--- src/rtl/fpu_defs.svh ---
`ifndef FPU_DEFS_SVH
`define FPU_DEFS_SVH

// register data width
`define FLEN            32
`define REG_ADDR_WIDTH  5
`define COMMIT_ID_WIDTH 4

// mantissa bits multiplied, hidden bit included
`define MUL_STEPS       24

// frm value that defers to the csr rounding mode
`define RM_DYN          3'b111

// canonical quiet nan
`define FP_QNAN         32'h7fc0_0000

`endif
--- src/rtl/fp_fmt_pkg.sv ---
`include "fpu_defs.svh"

package fp_fmt_pkg;

    typedef logic [`FLEN-1:0] fp32_t;

    // biased exponent
    typedef logic [7:0] exp_t;

    // mantissa with the hidden bit
    typedef logic [23:0] mant_t;

    // same bit order as fcsr.fflags
    typedef struct packed {
        logic nv;
        logic dz;
        logic of;
        logic uf;
        logic nx;
    } fflags_t;

    // one bit per fclass category, bit 0 is -inf
    typedef logic [9:0] fclass_t;

    typedef struct packed {
        fp32_t   result;
        fflags_t flags;
    } fp_result_t;

endpackage

--- src/rtl/fpu_op_pkg.sv ---
`include "fpu_defs.svh"

package fpu_op_pkg;

    // one-hot operation select
    typedef struct packed {
        logic fmul;
        logic fsgnj;
        logic fminmax;
        logic fcmp;
        logic fclass;
        logic fmv_f2i;
        logic fmv_i2f;
    } fpu_op_t;

    // variant select, encoded like funct3
    typedef logic [1:0] sub_op_t;

    localparam sub_op_t SGNJ_J = 2'd0;
    localparam sub_op_t SGNJ_N = 2'd1;
    localparam sub_op_t SGNJ_X = 2'd2;
    localparam sub_op_t MM_MIN = 2'd0;
    localparam sub_op_t MM_MAX = 2'd1;
    localparam sub_op_t CMP_LE = 2'd0;
    localparam sub_op_t CMP_LT = 2'd1;
    localparam sub_op_t CMP_EQ = 2'd2;

    typedef enum logic [2:0] {
        RNE = 3'b000,
        RTZ = 3'b001,
        RDN = 3'b010,
        RUP = 3'b011,
        RMM = 3'b100
    } rm_t;

    typedef logic [`REG_ADDR_WIDTH-1:0]  reg_addr_t;
    typedef logic [`COMMIT_ID_WIDTH-1:0] commit_id_t;

    typedef struct packed {
        fpu_op_t           op;
        sub_op_t           sub_op;
        rm_t               rm;
        fp_fmt_pkg::fp32_t op1;
        fp_fmt_pkg::fp32_t op2;
    } fpu_req_t;

    typedef enum logic [1:0] {
        IDLE,
        MUL,
        ROUND
    } ctrl_state_t;

endpackage

--- src/rtl/exu_fpu.sv ---
`timescale 1ns/1ps
`include "fpu_defs.svh"

module exu_fpu (
    input  logic                   clk,
    input  logic                   rst_n,
    input  logic                   req_fpu_i,
    input  fpu_op_pkg::fpu_op_t    op_i,
    input  fpu_op_pkg::sub_op_t    sub_op_i,
    input  fp_fmt_pkg::fp32_t      op1_i,
    input  fp_fmt_pkg::fp32_t      op2_i,
    input  fpu_op_pkg::rm_t        frm_i,
    input  fpu_op_pkg::rm_t        csr_frm_i,
    input  fpu_op_pkg::commit_id_t commit_id_i,
    input  fpu_op_pkg::reg_addr_t  reg_waddr_i,
    input  logic                   wb_ready_i,
    output logic                   reg_we_o,
    output fpu_op_pkg::reg_addr_t  reg_waddr_o,
    output fp_fmt_pkg::fp32_t      reg_wdata_o,
    output logic                   fcsr_we_o,
    output fp_fmt_pkg::fflags_t    fcsr_fflags_o,
    output logic                   fflags_pending_o,
    output logic                   fpu_stall_o,
    output fpu_op_pkg::commit_id_t commit_id_o
);

    logic                   busy_q;
    logic                   accept;
    logic                   start_q;
    fpu_op_pkg::rm_t        rm_sel;
    fpu_op_pkg::fpu_req_t   req_q;
    logic                   cnt_load;
    logic                   cnt_last;
    logic                   step_en;
    logic                   round;
    logic                   sel_mul;
    logic                   done;
    fp_fmt_pkg::fp_result_t mul_res;
    fp_fmt_pkg::fp_result_t cmp_res;
    fp_fmt_pkg::fp_result_t res_sel;
    logic                   wb_hsk;
    logic                   update;

    assign accept = req_fpu_i && !busy_q;
    assign rm_sel = (frm_i == `RM_DYN) ? csr_frm_i : frm_i;

    // request and tags stay put until the next accept
    always_ff @(posedge clk) begin
        if (accept) begin
            req_q       <= '{op: op_i, sub_op: sub_op_i, rm: rm_sel, op1: op1_i, op2: op2_i};
            reg_waddr_o <= reg_waddr_i;
            commit_id_o <= commit_id_i;
        end
    end

    always_ff @(posedge clk or negedge rst_n) begin
        if (!rst_n) begin
            start_q <= 1'b0;
        end else begin
            start_q <= accept;
        end
    end

    fpu_ctrl u_ctrl (
        .clk       (clk),
        .rst_n     (rst_n),
        .start_i   (start_q),
        .req_i     (req_q),
        .cnt_last_i(cnt_last),
        .cnt_load_o(cnt_load),
        .step_en_o (step_en),
        .round_o   (round),
        .sel_mul_o (sel_mul),
        .done_o    (done)
    );

    fpu_step_cnt u_step_cnt (
        .clk       (clk),
        .rst_n     (rst_n),
        .cnt_load_i(cnt_load),
        .step_en_i (step_en),
        .cnt_last_o(cnt_last)
    );

    fp_mul_iter u_mul (
        .clk    (clk),
        .rst_n  (rst_n),
        .req_i  (req_q),
        .load_i (cnt_load),
        .step_i (step_en),
        .round_i(round),
        .res_o  (mul_res)
    );

    fp_cmp_class u_cmp (
        .req_i(req_q),
        .res_o(cmp_res)
    );

    assign res_sel = sel_mul ? mul_res : cmp_res;
    assign wb_hsk  = reg_we_o && wb_ready_i;
    assign update  = done || wb_hsk;

    always_ff @(posedge clk or negedge rst_n) begin
        if (!rst_n) begin
            reg_we_o  <= 1'b0;
            fcsr_we_o <= 1'b0;
        end else if (update) begin
            reg_we_o  <= done;
            fcsr_we_o <= done && (|res_sel.flags);
        end
    end

    always_ff @(posedge clk) begin
        if (update) begin
            reg_wdata_o   <= res_sel.result;
            fcsr_fflags_o <= res_sel.flags;
        end
    end

    always_ff @(posedge clk or negedge rst_n) begin
        if (!rst_n) begin
            busy_q <= 1'b0;
        end else if (accept) begin
            busy_q <= 1'b1;
        end else if (wb_hsk) begin
            busy_q <= 1'b0;
        end
    end

    // only ops that can raise flags hold later fcsr readers
    always_ff @(posedge clk or negedge rst_n) begin
        if (!rst_n) begin
            fflags_pending_o <= 1'b0;
        end else if (accept && (op_i.fmul || op_i.fminmax || op_i.fcmp)) begin
            fflags_pending_o <= 1'b1;
        end else if (wb_hsk) begin
            fflags_pending_o <= 1'b0;
        end
    end

    assign fpu_stall_o = busy_q && req_fpu_i;

endmodule

--- src/rtl/fp_cmp_class.sv ---
`timescale 1ns/1ps
`include "fpu_defs.svh"

module fp_cmp_class (
    input  fpu_op_pkg::fpu_req_t   req_i,
    output fp_fmt_pkg::fp_result_t res_o
);

    fp_fmt_pkg::fp32_t   a;
    fp_fmt_pkg::fp32_t   b;
    logic                a_exp_max;
    logic                a_exp_zero;
    logic                a_frac_zero;
    logic                a_nan;
    logic                b_nan;
    logic                a_snan;
    logic                b_snan;
    logic [3:0]          kind;
    fp_fmt_pkg::fclass_t cls;
    logic                both_zero;
    logic                ord_lt;
    logic                eq;
    logic                lt;
    logic                pick_a;
    logic                sgn;

    assign a = req_i.op1;
    assign b = req_i.op2;

    assign a_exp_max   = &a[30:23];
    assign a_exp_zero  = ~|a[30:23];
    assign a_frac_zero = ~|a[22:0];
    assign a_nan       = a_exp_max && !a_frac_zero;
    assign b_nan       = (&b[30:23]) && (b[22:0] != '0);
    assign a_snan      = a_nan && !a[22];
    assign b_snan      = b_nan && !b[22];

    // inf, normal, subnormal, zero
    assign kind = {a_exp_max && a_frac_zero, !a_exp_max && !a_exp_zero,
                   a_exp_zero && !a_frac_zero, a_exp_zero && a_frac_zero};
    // negative categories sit in reverse order
    assign cls  = {a_nan && a[22], a_snan,
                   a[31] ? 4'b0000 : kind,
                   a[31] ? {kind[0], kind[1], kind[2], kind[3]} : 4'b0000};

    // total order with -0 below +0, used by min/max
    always_comb begin
        if (a[31] != b[31]) begin
            ord_lt = a[31];
        end else if (a[31]) begin
            ord_lt = b[30:0] < a[30:0];
        end else begin
            ord_lt = a[30:0] < b[30:0];
        end
    end

    assign both_zero = ~|{a[30:0], b[30:0]};
    assign eq        = (a == b) || both_zero;
    assign lt        = ord_lt && !both_zero;
    assign pick_a    = (req_i.sub_op == fpu_op_pkg::MM_MAX) ? !ord_lt : ord_lt;

    always_comb begin
        case (req_i.sub_op)
            fpu_op_pkg::SGNJ_N: sgn = !b[31];
            fpu_op_pkg::SGNJ_X: sgn = a[31] ^ b[31];
            default:            sgn = b[31];
        endcase
    end

    always_comb begin
        res_o = '0;
        if (req_i.op.fsgnj) begin
            res_o.result = {sgn, a[30:0]};
        end else if (req_i.op.fminmax) begin
            res_o.flags.nv = a_snan || b_snan;
            if (a_nan && b_nan) begin
                res_o.result = `FP_QNAN;
            end else if (a_nan) begin
                res_o.result = b;
            end else if (b_nan) begin
                res_o.result = a;
            end else begin
                res_o.result = pick_a ? a : b;
            end
        end else if (req_i.op.fcmp) begin
            if (a_nan || b_nan) begin
                // feq is quiet, flt and fle signal on any nan
                res_o.flags.nv = (req_i.sub_op == fpu_op_pkg::CMP_EQ) ? (a_snan || b_snan) : 1'b1;
            end else if (req_i.sub_op == fpu_op_pkg::CMP_EQ) begin
                res_o.result = {31'd0, eq};
            end else if (req_i.sub_op == fpu_op_pkg::CMP_LT) begin
                res_o.result = {31'd0, lt};
            end else begin
                res_o.result = {31'd0, lt || eq};
            end
        end else if (req_i.op.fclass) begin
            res_o.result = {22'd0, cls};
        end else if (req_i.op.fmv_f2i || req_i.op.fmv_i2f) begin
            // raw bit move
            res_o.result = a;
        end
    end

endmodule

--- src/rtl/fp_mul_iter.sv ---
`timescale 1ns/1ps
`include "fpu_defs.svh"

module fp_mul_iter (
    input  logic                   clk,
    input  logic                   rst_n,
    input  fpu_op_pkg::fpu_req_t   req_i,
    input  logic                   load_i,
    input  logic                   step_i,
    input  logic                   round_i,
    output fp_fmt_pkg::fp_result_t res_o
);

    fp_fmt_pkg::exp_t       exp_a;
    fp_fmt_pkg::exp_t       exp_b;
    fp_fmt_pkg::mant_t      mant_a;
    fp_fmt_pkg::mant_t      mant_b;
    logic                   a_zero;
    logic                   b_zero;
    logic                   a_inf;
    logic                   b_inf;
    logic                   a_nan;
    logic                   b_nan;
    logic                   inf_zero;
    logic                   sign_p;
    logic                   spec_nv;
    logic                   spec_hit;
    fp_fmt_pkg::fp32_t      spec_val;

    logic                   sign_q;
    logic signed [9:0]      exp_q;
    fp_fmt_pkg::mant_t      mcand_q;
    logic [47:0]            prod_q;
    logic                   spec_q;
    logic                   spec_nv_q;
    fp_fmt_pkg::fp32_t      spec_val_q;
    fp_fmt_pkg::fp_result_t res_q;

    logic [24:0]            sum_hi;
    fp_fmt_pkg::mant_t      mant_n;
    logic                   grd;
    logic                   stk;
    logic                   inc;
    logic [24:0]            mant_rnd;
    logic signed [9:0]      exp_n;
    logic signed [9:0]      exp_fin;
    logic                   ovf_max;
    fp_fmt_pkg::fp_result_t res_d;

    assign exp_a  = req_i.op1[30:23];
    assign exp_b  = req_i.op2[30:23];
    assign mant_a = {1'b1, req_i.op1[22:0]};
    assign mant_b = {1'b1, req_i.op2[22:0]};

    // subnormal inputs count as zero
    assign a_zero   = (exp_a == 8'h00);
    assign b_zero   = (exp_b == 8'h00);
    assign a_inf    = (exp_a == 8'hff) && (req_i.op1[22:0] == '0);
    assign b_inf    = (exp_b == 8'hff) && (req_i.op2[22:0] == '0);
    assign a_nan    = (exp_a == 8'hff) && (req_i.op1[22:0] != '0);
    assign b_nan    = (exp_b == 8'hff) && (req_i.op2[22:0] != '0);
    assign inf_zero = (a_inf && b_zero) || (a_zero && b_inf);
    assign sign_p   = req_i.op1[31] ^ req_i.op2[31];
    assign spec_nv  = (a_nan && !req_i.op1[22]) || (b_nan && !req_i.op2[22]) || inf_zero;

    always_comb begin
        spec_hit = 1'b1;
        if (a_nan || b_nan || inf_zero) begin
            spec_val = `FP_QNAN;
        end else if (a_inf || b_inf) begin
            spec_val = {sign_p, 8'hff, 23'd0};
        end else if (a_zero || b_zero) begin
            spec_val = {sign_p, 31'd0};
        end else begin
            spec_val = '0;
            spec_hit = 1'b0;
        end
    end

    always_ff @(posedge clk or negedge rst_n) begin
        if (!rst_n) begin
            spec_q    <= 1'b0;
            spec_nv_q <= 1'b0;
        end else if (load_i) begin
            spec_q    <= spec_hit;
            spec_nv_q <= spec_nv;
        end
    end

    // multiplier sits in the low half and shifts out lsb first
    assign sum_hi = {1'b0, prod_q[47:24]} + (prod_q[0] ? {1'b0, mcand_q} : 25'd0);

    always_ff @(posedge clk) begin
        if (load_i) begin
            sign_q     <= sign_p;
            exp_q      <= {2'b00, exp_a} + {2'b00, exp_b} - 10'd127;
            mcand_q    <= mant_a;
            prod_q     <= {24'd0, mant_b};
            spec_val_q <= spec_val;
        end else if (step_i) begin
            prod_q <= {sum_hi, prod_q[23:1]};
        end
        if (round_i) begin
            res_q <= res_d;
        end
    end

    always_comb begin
        if (prod_q[47]) begin
            mant_n = prod_q[47:24];
            grd    = prod_q[23];
            stk    = |prod_q[22:0];
        end else begin
            mant_n = prod_q[46:23];
            grd    = prod_q[22];
            stk    = |prod_q[21:0];
        end
        case (req_i.rm)
            fpu_op_pkg::RNE: inc = grd && (stk || mant_n[0]);
            fpu_op_pkg::RDN: inc = sign_q && (grd || stk);
            fpu_op_pkg::RUP: inc = !sign_q && (grd || stk);
            fpu_op_pkg::RMM: inc = grd;
            default:         inc = 1'b0;
        endcase
        mant_rnd = {1'b0, mant_n} + 25'(inc);
        exp_n    = exp_q + 10'(prod_q[47]);
        // a carry out leaves the fraction at zero
        exp_fin  = exp_n + 10'(mant_rnd[24]);
        ovf_max  = (req_i.rm == fpu_op_pkg::RTZ)
                || ((req_i.rm == fpu_op_pkg::RDN) && !sign_q)
                || ((req_i.rm == fpu_op_pkg::RUP) && sign_q);

        res_d = '0;
        if (spec_q) begin
            res_d.result   = spec_val_q;
            res_d.flags.nv = spec_nv_q;
        end else if (exp_n < 10'sd1) begin
            // flush tiny results
            res_d.result   = {sign_q, 31'd0};
            res_d.flags.uf = 1'b1;
            res_d.flags.nx = 1'b1;
        end else if (exp_fin > 10'sd254) begin
            res_d.result   = ovf_max ? {sign_q, 8'hfe, 23'h7f_ffff} : {sign_q, 8'hff, 23'd0};
            res_d.flags.of = 1'b1;
            res_d.flags.nx = 1'b1;
        end else begin
            res_d.result   = {sign_q, exp_fin[7:0], mant_rnd[22:0]};
            res_d.flags.nx = grd || stk;
        end
    end

    assign res_o = res_q;

endmodule

--- src/rtl/fpu_step_cnt.sv ---
`timescale 1ns/1ps
`include "fpu_defs.svh"

module fpu_step_cnt (
    input  logic clk,
    input  logic rst_n,
    input  logic cnt_load_i,
    input  logic step_en_i,
    output logic cnt_last_o
);

    localparam int CNT_W = $clog2(`MUL_STEPS);

    logic [CNT_W-1:0] cnt_q;

    always_ff @(posedge clk or negedge rst_n) begin
        if (!rst_n) begin
            cnt_q <= '0;
        end else if (cnt_load_i) begin
            cnt_q <= CNT_W'(`MUL_STEPS - 1);
        end else if (step_en_i && (cnt_q != '0)) begin
            cnt_q <= cnt_q - 1'b1;
        end
    end

    assign cnt_last_o = (cnt_q == '0);

endmodule

--- src/rtl/fpu_ctrl.sv ---
`timescale 1ns/1ps

module fpu_ctrl (
    input  logic                 clk,
    input  logic                 rst_n,
    input  logic                 start_i,
    input  fpu_op_pkg::fpu_req_t req_i,
    input  logic                 cnt_last_i,
    output logic                 cnt_load_o,
    output logic                 step_en_o,
    output logic                 round_o,
    output logic                 sel_mul_o,
    output logic                 done_o
);

    fpu_op_pkg::ctrl_state_t state_q;
    fpu_op_pkg::ctrl_state_t state_d;
    logic                    short_done;

    assign cnt_load_o = (state_q == fpu_op_pkg::IDLE) && start_i && req_i.op.fmul;
    assign step_en_o  = (state_q == fpu_op_pkg::MUL);
    assign round_o    = (state_q == fpu_op_pkg::ROUND);

    // everything but fmul finishes straight from idle
    assign short_done = (state_q == fpu_op_pkg::IDLE) && start_i && !req_i.op.fmul;

    always_comb begin
        state_d = state_q;
        case (state_q)
            fpu_op_pkg::IDLE: begin
                if (cnt_load_o) begin
                    state_d = fpu_op_pkg::MUL;
                end
            end
            fpu_op_pkg::MUL: begin
                // last step still runs in this cycle
                if (cnt_last_i) begin
                    state_d = fpu_op_pkg::ROUND;
                end
            end
            default: begin
                state_d = fpu_op_pkg::IDLE;
            end
        endcase
    end

    always_ff @(posedge clk or negedge rst_n) begin
        if (!rst_n) begin
            state_q   <= fpu_op_pkg::IDLE;
            done_o    <= 1'b0;
            sel_mul_o <= 1'b0;
        end else begin
            state_q   <= state_d;
            done_o    <= short_done || round_o;
            sel_mul_o <= round_o;
        end
    end

endmodule

--- config.mk ---
export PLATFORM = sky130hd
export DESIGN_NAME = exu_fpu
export DESIGN_NICKNAME = d
export VERILOG_FILES = /design/src/rtl/fp_fmt_pkg.sv /design/src/rtl/fpu_op_pkg.sv /design/src/rtl/exu_fpu.sv /design/src/rtl/fp_cmp_class.sv /design/src/rtl/fp_mul_iter.sv /design/src/rtl/fpu_step_cnt.sv /design/src/rtl/fpu_ctrl.sv
export VERILOG_INCLUDE_DIRS = /design/src /design/src/rtl
export SDC_FILE = /design/constraint.sdc
export NUM_CORES = 1
export LEC_CHECK = 0
export BUFFER_PORTS_ARGS = -buffer_cell sky130_fd_sc_hd__buf_2
export CAP_MARGIN = 15
export CORE_UTILIZATION = 40
export CTS_CLUSTER_SIZE = 30
export DETAILED_ROUTE_END_ITERATION = 12
export SLEW_MARGIN = 20
export SYNTH_ARGS = -nofsm -noshare
export SYNTH_HDL_FRONTEND = slang
export SYNTH_SLANG_ARGS = --single-unit
--- constraint.sdc ---
create_clock -name clk -period 6.3 [get_ports clk]
set_clock_uncertainty 0.15 [all_clocks]
set_input_delay 0.63 -clock clk [delete_from_list [all_inputs] [get_ports clk]]
set_output_delay 0.63 -clock clk [all_outputs]
set_load 0.005 [all_outputs]
Word-level counts from Yosys, hierarchy flattened:

Cells that the tools add are included.

* register bits: 288
* input bits: 92

* add/sub/neg operators: 7
* $lt $le $gt $ge: 4
* eq/ne operators: 15
* mux-type cells: 52
* bitwise logic cells: 1
* reductions and logical operators: 89

Operators by type and width (count)
* 2-to-1 mux 32 bit: 12
* 2-to-1 mux 24 bit: 3
* < comparator 31 bit: 2
* 2-to-1 mux 31 bit: 2
* OR reduction 62 bit: 1
* zero test 23 bit: 2
* 2-to-1 mux 23 bit: 2
* nonzero test 23 bit: 2
* OR reduction 23 bit: 2
* 2-to-1 mux 37 bit: 1
* logical AND 1 bit: 33
* 2-to-1 mux 33 bit: 1
* equality test 32 bit: 1
* adder 24 x 1 -> 25 bit: 1
* adder 24 x 24 -> 25 bit: 1
* OR reduction 22 bit: 1
* 2-to-1 mux 1 bit: 21
* adder 10 x 1 -> 10 bit: 2
* logical OR 1 bit: 20
* equality test 8 bit (second input constant): 2
* zero test 8 bit: 2
* AND reduction 8 bit: 2
* zero test 1 bit: 11
* greater-than comparator 10 x 9 -> 1 bit (second input constant): 1
* other kinds (28): 40

Logic depth before layout (Yosys ltp):

* word-level depth: 14
* gate-level depth with buffers: 31

Cells and area by module:

A second synthesis with hierarchy kept.

* cell total of the unflattened synthesis: 1257
* area total of the unflattened synthesis: 14554.0 um^2

Modules (own cells, without submodules)
* fp_mul_iter: instances 1, cells an instance 756, area an instance 7907.6 um^2
* exu_fpu: instances 1, cells an instance 190, area an instance 4366.7 um^2
* fp_cmp_class: instances 1, cells an instance 272, area an instance 1841.8 um^2
* fpu_step_cnt: instances 1, cells an instance 25, area an instance 281.5 um^2
* fpu_ctrl: instances 1, cells an instance 14, area an instance 156.4 um^2

Worst setup path before layout:

OpenSTA, ideal clock, no wires.

* path type: flip-flop to flip-flop
* from: reg u_mul.prod_q[47]
* to: reg u_mul.res_q, in the netlist u_mul.res_o[11] (data pin)
* library setup time: 0.267 ns
* data arrival time: 5.430 ns
* required time: 5.883 ns
* path slack: 0.453 ns
* stages on the path, launching flop included: 30
* clock period less this slack: 5.847 ns
* path through: dfxtp_1 buf_2 buf_1 clkbuf_1 mux2i_1 o21ai_0 o21a_1 ha_1 ha_1 and3_1 o211ai_1 nor4_2 and4_1 and2_1 nand2_1 nor2_1 ha_1 ha_1 clkbuf_1 a21boi_0 o21ai_0 a21boi_0 nor3_1 nor3_1 a21oi_4 nor3_2 or2_1 buf_6 buf_6 a21oi_2

* cells in the longest elaborated chain, start to end: 10
* elaborated cells between the ends (all ways): 17
* those cells by class: add/sub: 3; order compare: 2; mux: 7; reduce/logical: 5

RTL lines
* start, declared: line fp_mul_iter.sv:33 `logic [47:0] prod_q;`
* start signal, assigned: line fp_mul_iter.sv:98 `prod_q <= {24'd0, mant_b};`
* start signal, assigned: line fp_mul_iter.sv:101 `prod_q <= {sum_hi, prod_q[23:1]};`
* 2-to-1 mux 1 bit or 2-to-1 mux 24 bit (tied branches): line fp_mul_iter.sv:109 `if (prod_q[47]) begin`
* logical OR 1 bit (on tied branches): line fp_mul_iter.sv:120, fp_mul_iter.sv:121, fp_mul_iter.sv:119
* logical AND 1 bit (on tied branches): line fp_mul_iter.sv:121, fp_mul_iter.sv:119, fp_mul_iter.sv:120
* one-hot mux 1 bit (4 select lines): line fp_mul_iter.sv:118 `case (req_i.rm)`
* adder 24 x 1 -> 25 bit: line fp_mul_iter.sv:125 `mant_rnd = {1'b0, mant_n} + 25'(inc);`
* adder 10 x 1 -> 10 bit: line fp_mul_iter.sv:128 `exp_fin = exp_n + 10'(mant_rnd[24]);`
* greater-than comparator 10 x 9 -> 1 bit: line fp_mul_iter.sv:142 `end else if (exp_fin > 10'sd254) begin`
* 2-to-1 mux 31 bit: line fp_mul_iter.sv:142
* 2-to-1 mux 31 bit *: line fp_mul_iter.sv:137 `end else if (exp_n < 10'sd1) begin`
* 2-to-1 mux 32 bit *: line fp_mul_iter.sv:134 `if (spec_q) begin`
* end signal, assigned: line fp_mul_iter.sv:104 `res_q <= res_d;`
* end, declared: line fp_mul_iter.sv:37 `fp_fmt_pkg::fp_result_t res_q;`

Every way passes the cells marked *; elsewhere a longest branch is shown, timed or not.
A chain may end at the register's enable or synchronous reset.

==> reports/qor.yml <==
power_and_ir_drop:
  swShare_pct: 36.2
  cellPowerDensity_nw_per_um2: 406
  p_leak_nw: 6.44
  vdd_drop_max_mv: 0.238
  p_comb_share_pct: 33.3
  internal_power_mw: 4.31
  p_clk_share_pct: 27.0
  p_sw_mw: 2.45
  seqPwrFrac_pct: 39.7
logic_synthesis:
  syn-instance-count: 1355
  synth_ff_type: "edfxtp_1"
  synth-edff-count: 217
  ys_warn_count: 0
  yosysTopAreaCellShare_pct: 45.3
  syn_nets: 1524
  ys_seq_elements: 258
  yosysTopAreaCell: "edfxtp_1"
  yosys-top-cells-area: "edfxtp_1 (45%), ha_1 (6.5%), nand2_1 (4.5%), dfxtp_1 (3.5%), a21oi_1 (2.9%)"
  async_flop_share_pct: 6.20
  avgSynthCellArea_sq_um: 10.6
  ys_types: 86
  ys_seq_area_share_pct: 51.5
  synth_area_sq_um: 14400
routing:
  avgRoutedWirePerCell_um: 20.1
  drtAntennaViolNets: 0
  drt_iter0_markers: 1038
  num_vias: 11100
  vias_per_cell: 5.62
  wl_mm: 39.9
  dr.pass1.iters: 5
  drcViolationCount: 0
cts:
  clock_latency_ns: 0.58
  clk_pin_slew_ns: 0.06
  cts_buffers: 29
  cts_tree: "built"
  h-tree-depth: 1
  clockBufferDepth: 3
  cts_root_buffer: "clkbuf_16"
  cts_sinks: 258
global_route:
  gr-total-overflow: 0
  antenna_found_initial: 1
  grt_pass1_vias: 10500
  grtUsageTotal_pct: 21.7
  grt_max_degree: 62
  grt_pass1_wl_mm: 60.6
run_status:
  outcome: "completed"
die:
  rows: 69
  initial_core_util_pct: 40.6
  die_x_um: 192
  pin_count: 142
  fp.dieH_um: 192
  core_area_sq_um: 35500
  dieArea_sq_um: 36700
setup_path:
  max_stage_delay_ns: 0.43
  end_kind: "flip-flop"
  startpoint: "req_q[64]"
  crit_end: "u_mul.res_o[27]"
  critPathMaxFanout: 19
  start_kind: "flip-flop"
  crit_arrival_ns: 6.04
  worstReg2RegEnd: "u_mul.res_o[27]"
  r2r-start: "req_q[64]"
  required_ns: 6.48
  ff2ff_path_depth: 27
  crit_type: "flip-flop to flip-flop"
  rrSetupSlack_ns: 0.44
  slowest_stage: "edfxtp_1"
timing:
  final-max-slew-violation-count: 0
  period_share_pct: 93.0
  hold_violations: 0
  finalSetupTns_ns: 0
  fin_crit_ns: 5.86
  max_freq_mhz: 171
  worst_pin_slew_ns: 1.05
  final-setup-viol-count: 0
  max_slew_margin_pct: 29.7
  rsz0062_at_grt: "false"
placement:
  placed_area_sq_um: 15600
  port_buffers: 140
  placed_cells: 1925
  hpwlAfterDp_mm: 29.6
  gp_congestion: 0.922
layout:
  final_layout_size_suffix_gt1_share_pct: 17.4
  num-fill-cells: 3304
  diodes: 0
  finalNetCount: 1667
  fin_cells: 1981
  final_cell_mix: "edfxtp_1 (217), nand2_1 (173), buf_2 (140)"
  area_growth_pct: 15.7
  final_common_cell: "edfxtp_1"
  final_area_sq_um: 16700
job:
  cap_violations: 0
worst_hold_path:
  min_path_type: "primary input to flip-flop"
## worst min-delay path by stage
stage,start,end,depth (start not counted)
2_1_floorplan,rst_n,busy_q,0
3_3_place_gp,u_mul.spec_nv_q,u_mul.spec_nv_q,2
3_5_place_dp,u_mul.spec_nv_q,u_mul.spec_nv_q,2
4_1_cts,op2_i[27],req_q[27],1
5_1_grt,op2_i[26],req_q[26],1
6_report,op2_i[1],req_q[1],1
## Yosys cell counts (8+ instances only)
library cell	instances
a211oi_1	16
a21o_1	17
a21oi_1	82
a21oi_2	11
a22oi_1	8
a31oi_1	11
and2_1	38
clkbuf_1	30
dfrtp_1	16
dfxtp_1	25
edfxtp_1	217
ha_1	75
inv_1	73
mux2i_1	28
nand2_1	173
nand2b_1	10
nand3_1	48
nand4_1	24
nor2_1	67
nor2b_1	15
nor3_1	15
nor4_1	24
o21a_1	12
o21ai_0	77
o21ai_1	10
o2bb2ai_1	8
o31ai_1	9
xnor2_1	36
xor2_1	17
## area by class of cell
type	count	area [sq um]	area share, %
sequential	258	7420	44.5
inverter	74	278	1.67
clock inverter	17	258	1.55
multi-input combinational	975	6490	39.0
timing repair buffer	160	873	5.24
tap	461	577	3.46
clock buffer	36	762	4.58
## worst max-delay path: cells and delay by family (launching register included)
family,cells,cell delay [ns]
compound gates,10,1.57
fa+ha+maj,5,1.25
buf+inv,2,0.47
flops,1,0.43
simple gates,10,1.73
## cells by family after synthesis
kind of cell | Yosys count | synth area share, %
and+or+nand+nor | 468 | 16.4
AOI/OAI and AO/OA | 341 | 15.8
DFF | 258 | 51.5
buffers and inverters | 122 | 3.62
adders and majority gates | 77 | 6.80
xor gates and xnor gates | 54 | 3.34
muxes | 34 | 2.46
other | 1 | 0.0261
## flip-flops by register name, summed over array words and instances, names as in the netlist, 2 cells and up
| signal | count |
|---|---|
| fcsr_fflags_o | 4 |
| u_mul.exp_q | 10 |
| reg_waddr_o | 5 |
| u_mul.mcand_q | 23 |
| u_step_cnt.cnt_q | 5 |
| u_mul.prod_q | 48 |
| u_mul.spec_val_q | 3 |
| req_q | 76 |
| commit_id_o | 4 |
| reg_wdata_o | 32 |
| u_mul.res_o | 36 |
| u_ctrl.state_q | 2 |
## routing by layer
layer | global-route usage (%) | vias up | routed length [um]
li1 | - | 5323 | -
met3 | 3.82 | 70 | 2740
met1 | 30.4 | 5351 | 18000
met2 | 33.1 | 393 | 17500
met5 | 0 | - | 18
met4 | 8.33 | 2 | 1550
## metrics by stage
| step | utilization, % | worst slack (ns) | total power, mW | hold slack [ns] |
|---|---|---|---|---|
| floorplan | - | 0.453 | 4.23 | 0.184 |
| global placement | 43.9 | 0.270 | 4.89 | 0.313 |
| detailed placement | 43.9 | 0.0870 | 4.93 | 0.328 |
| CTS | 46.8 | 0.0397 | 6.78 | 0.0406 |
| global route | 46.9 | 0.0117 | 7.16 | 0.0343 |
| finish | 46.9 | 0.440 | 6.76 | 0.0670 |
## repair_timing
action | 4_1_cts | 5_1_grt
gates resized for setup | 0 | 8
setup buffers | 0 | 1
hold buffers | 1 | 0
endpoints found under the setup margin | 0 | 32
hold endpoints to repair | 16 | 0
## power by group through the flow
| stage | Clock, mW | Combinational (mW) | Sequential (mW) |
|---|---|---|---|
| final | 1.82 | 2.25 | 2.68 |
| after global placement | 0 | 2.19 | 2.70 |
| after CTS | 1.86 | 2.24 | 2.68 |
| after floorplan | 0 | 1.66 | 2.57 |
| after detailed placement | 0 | 2.22 | 2.71 |
| after global routing | 1.92 | 2.51 | 2.73 |
(Power assumes the default switching activity.)
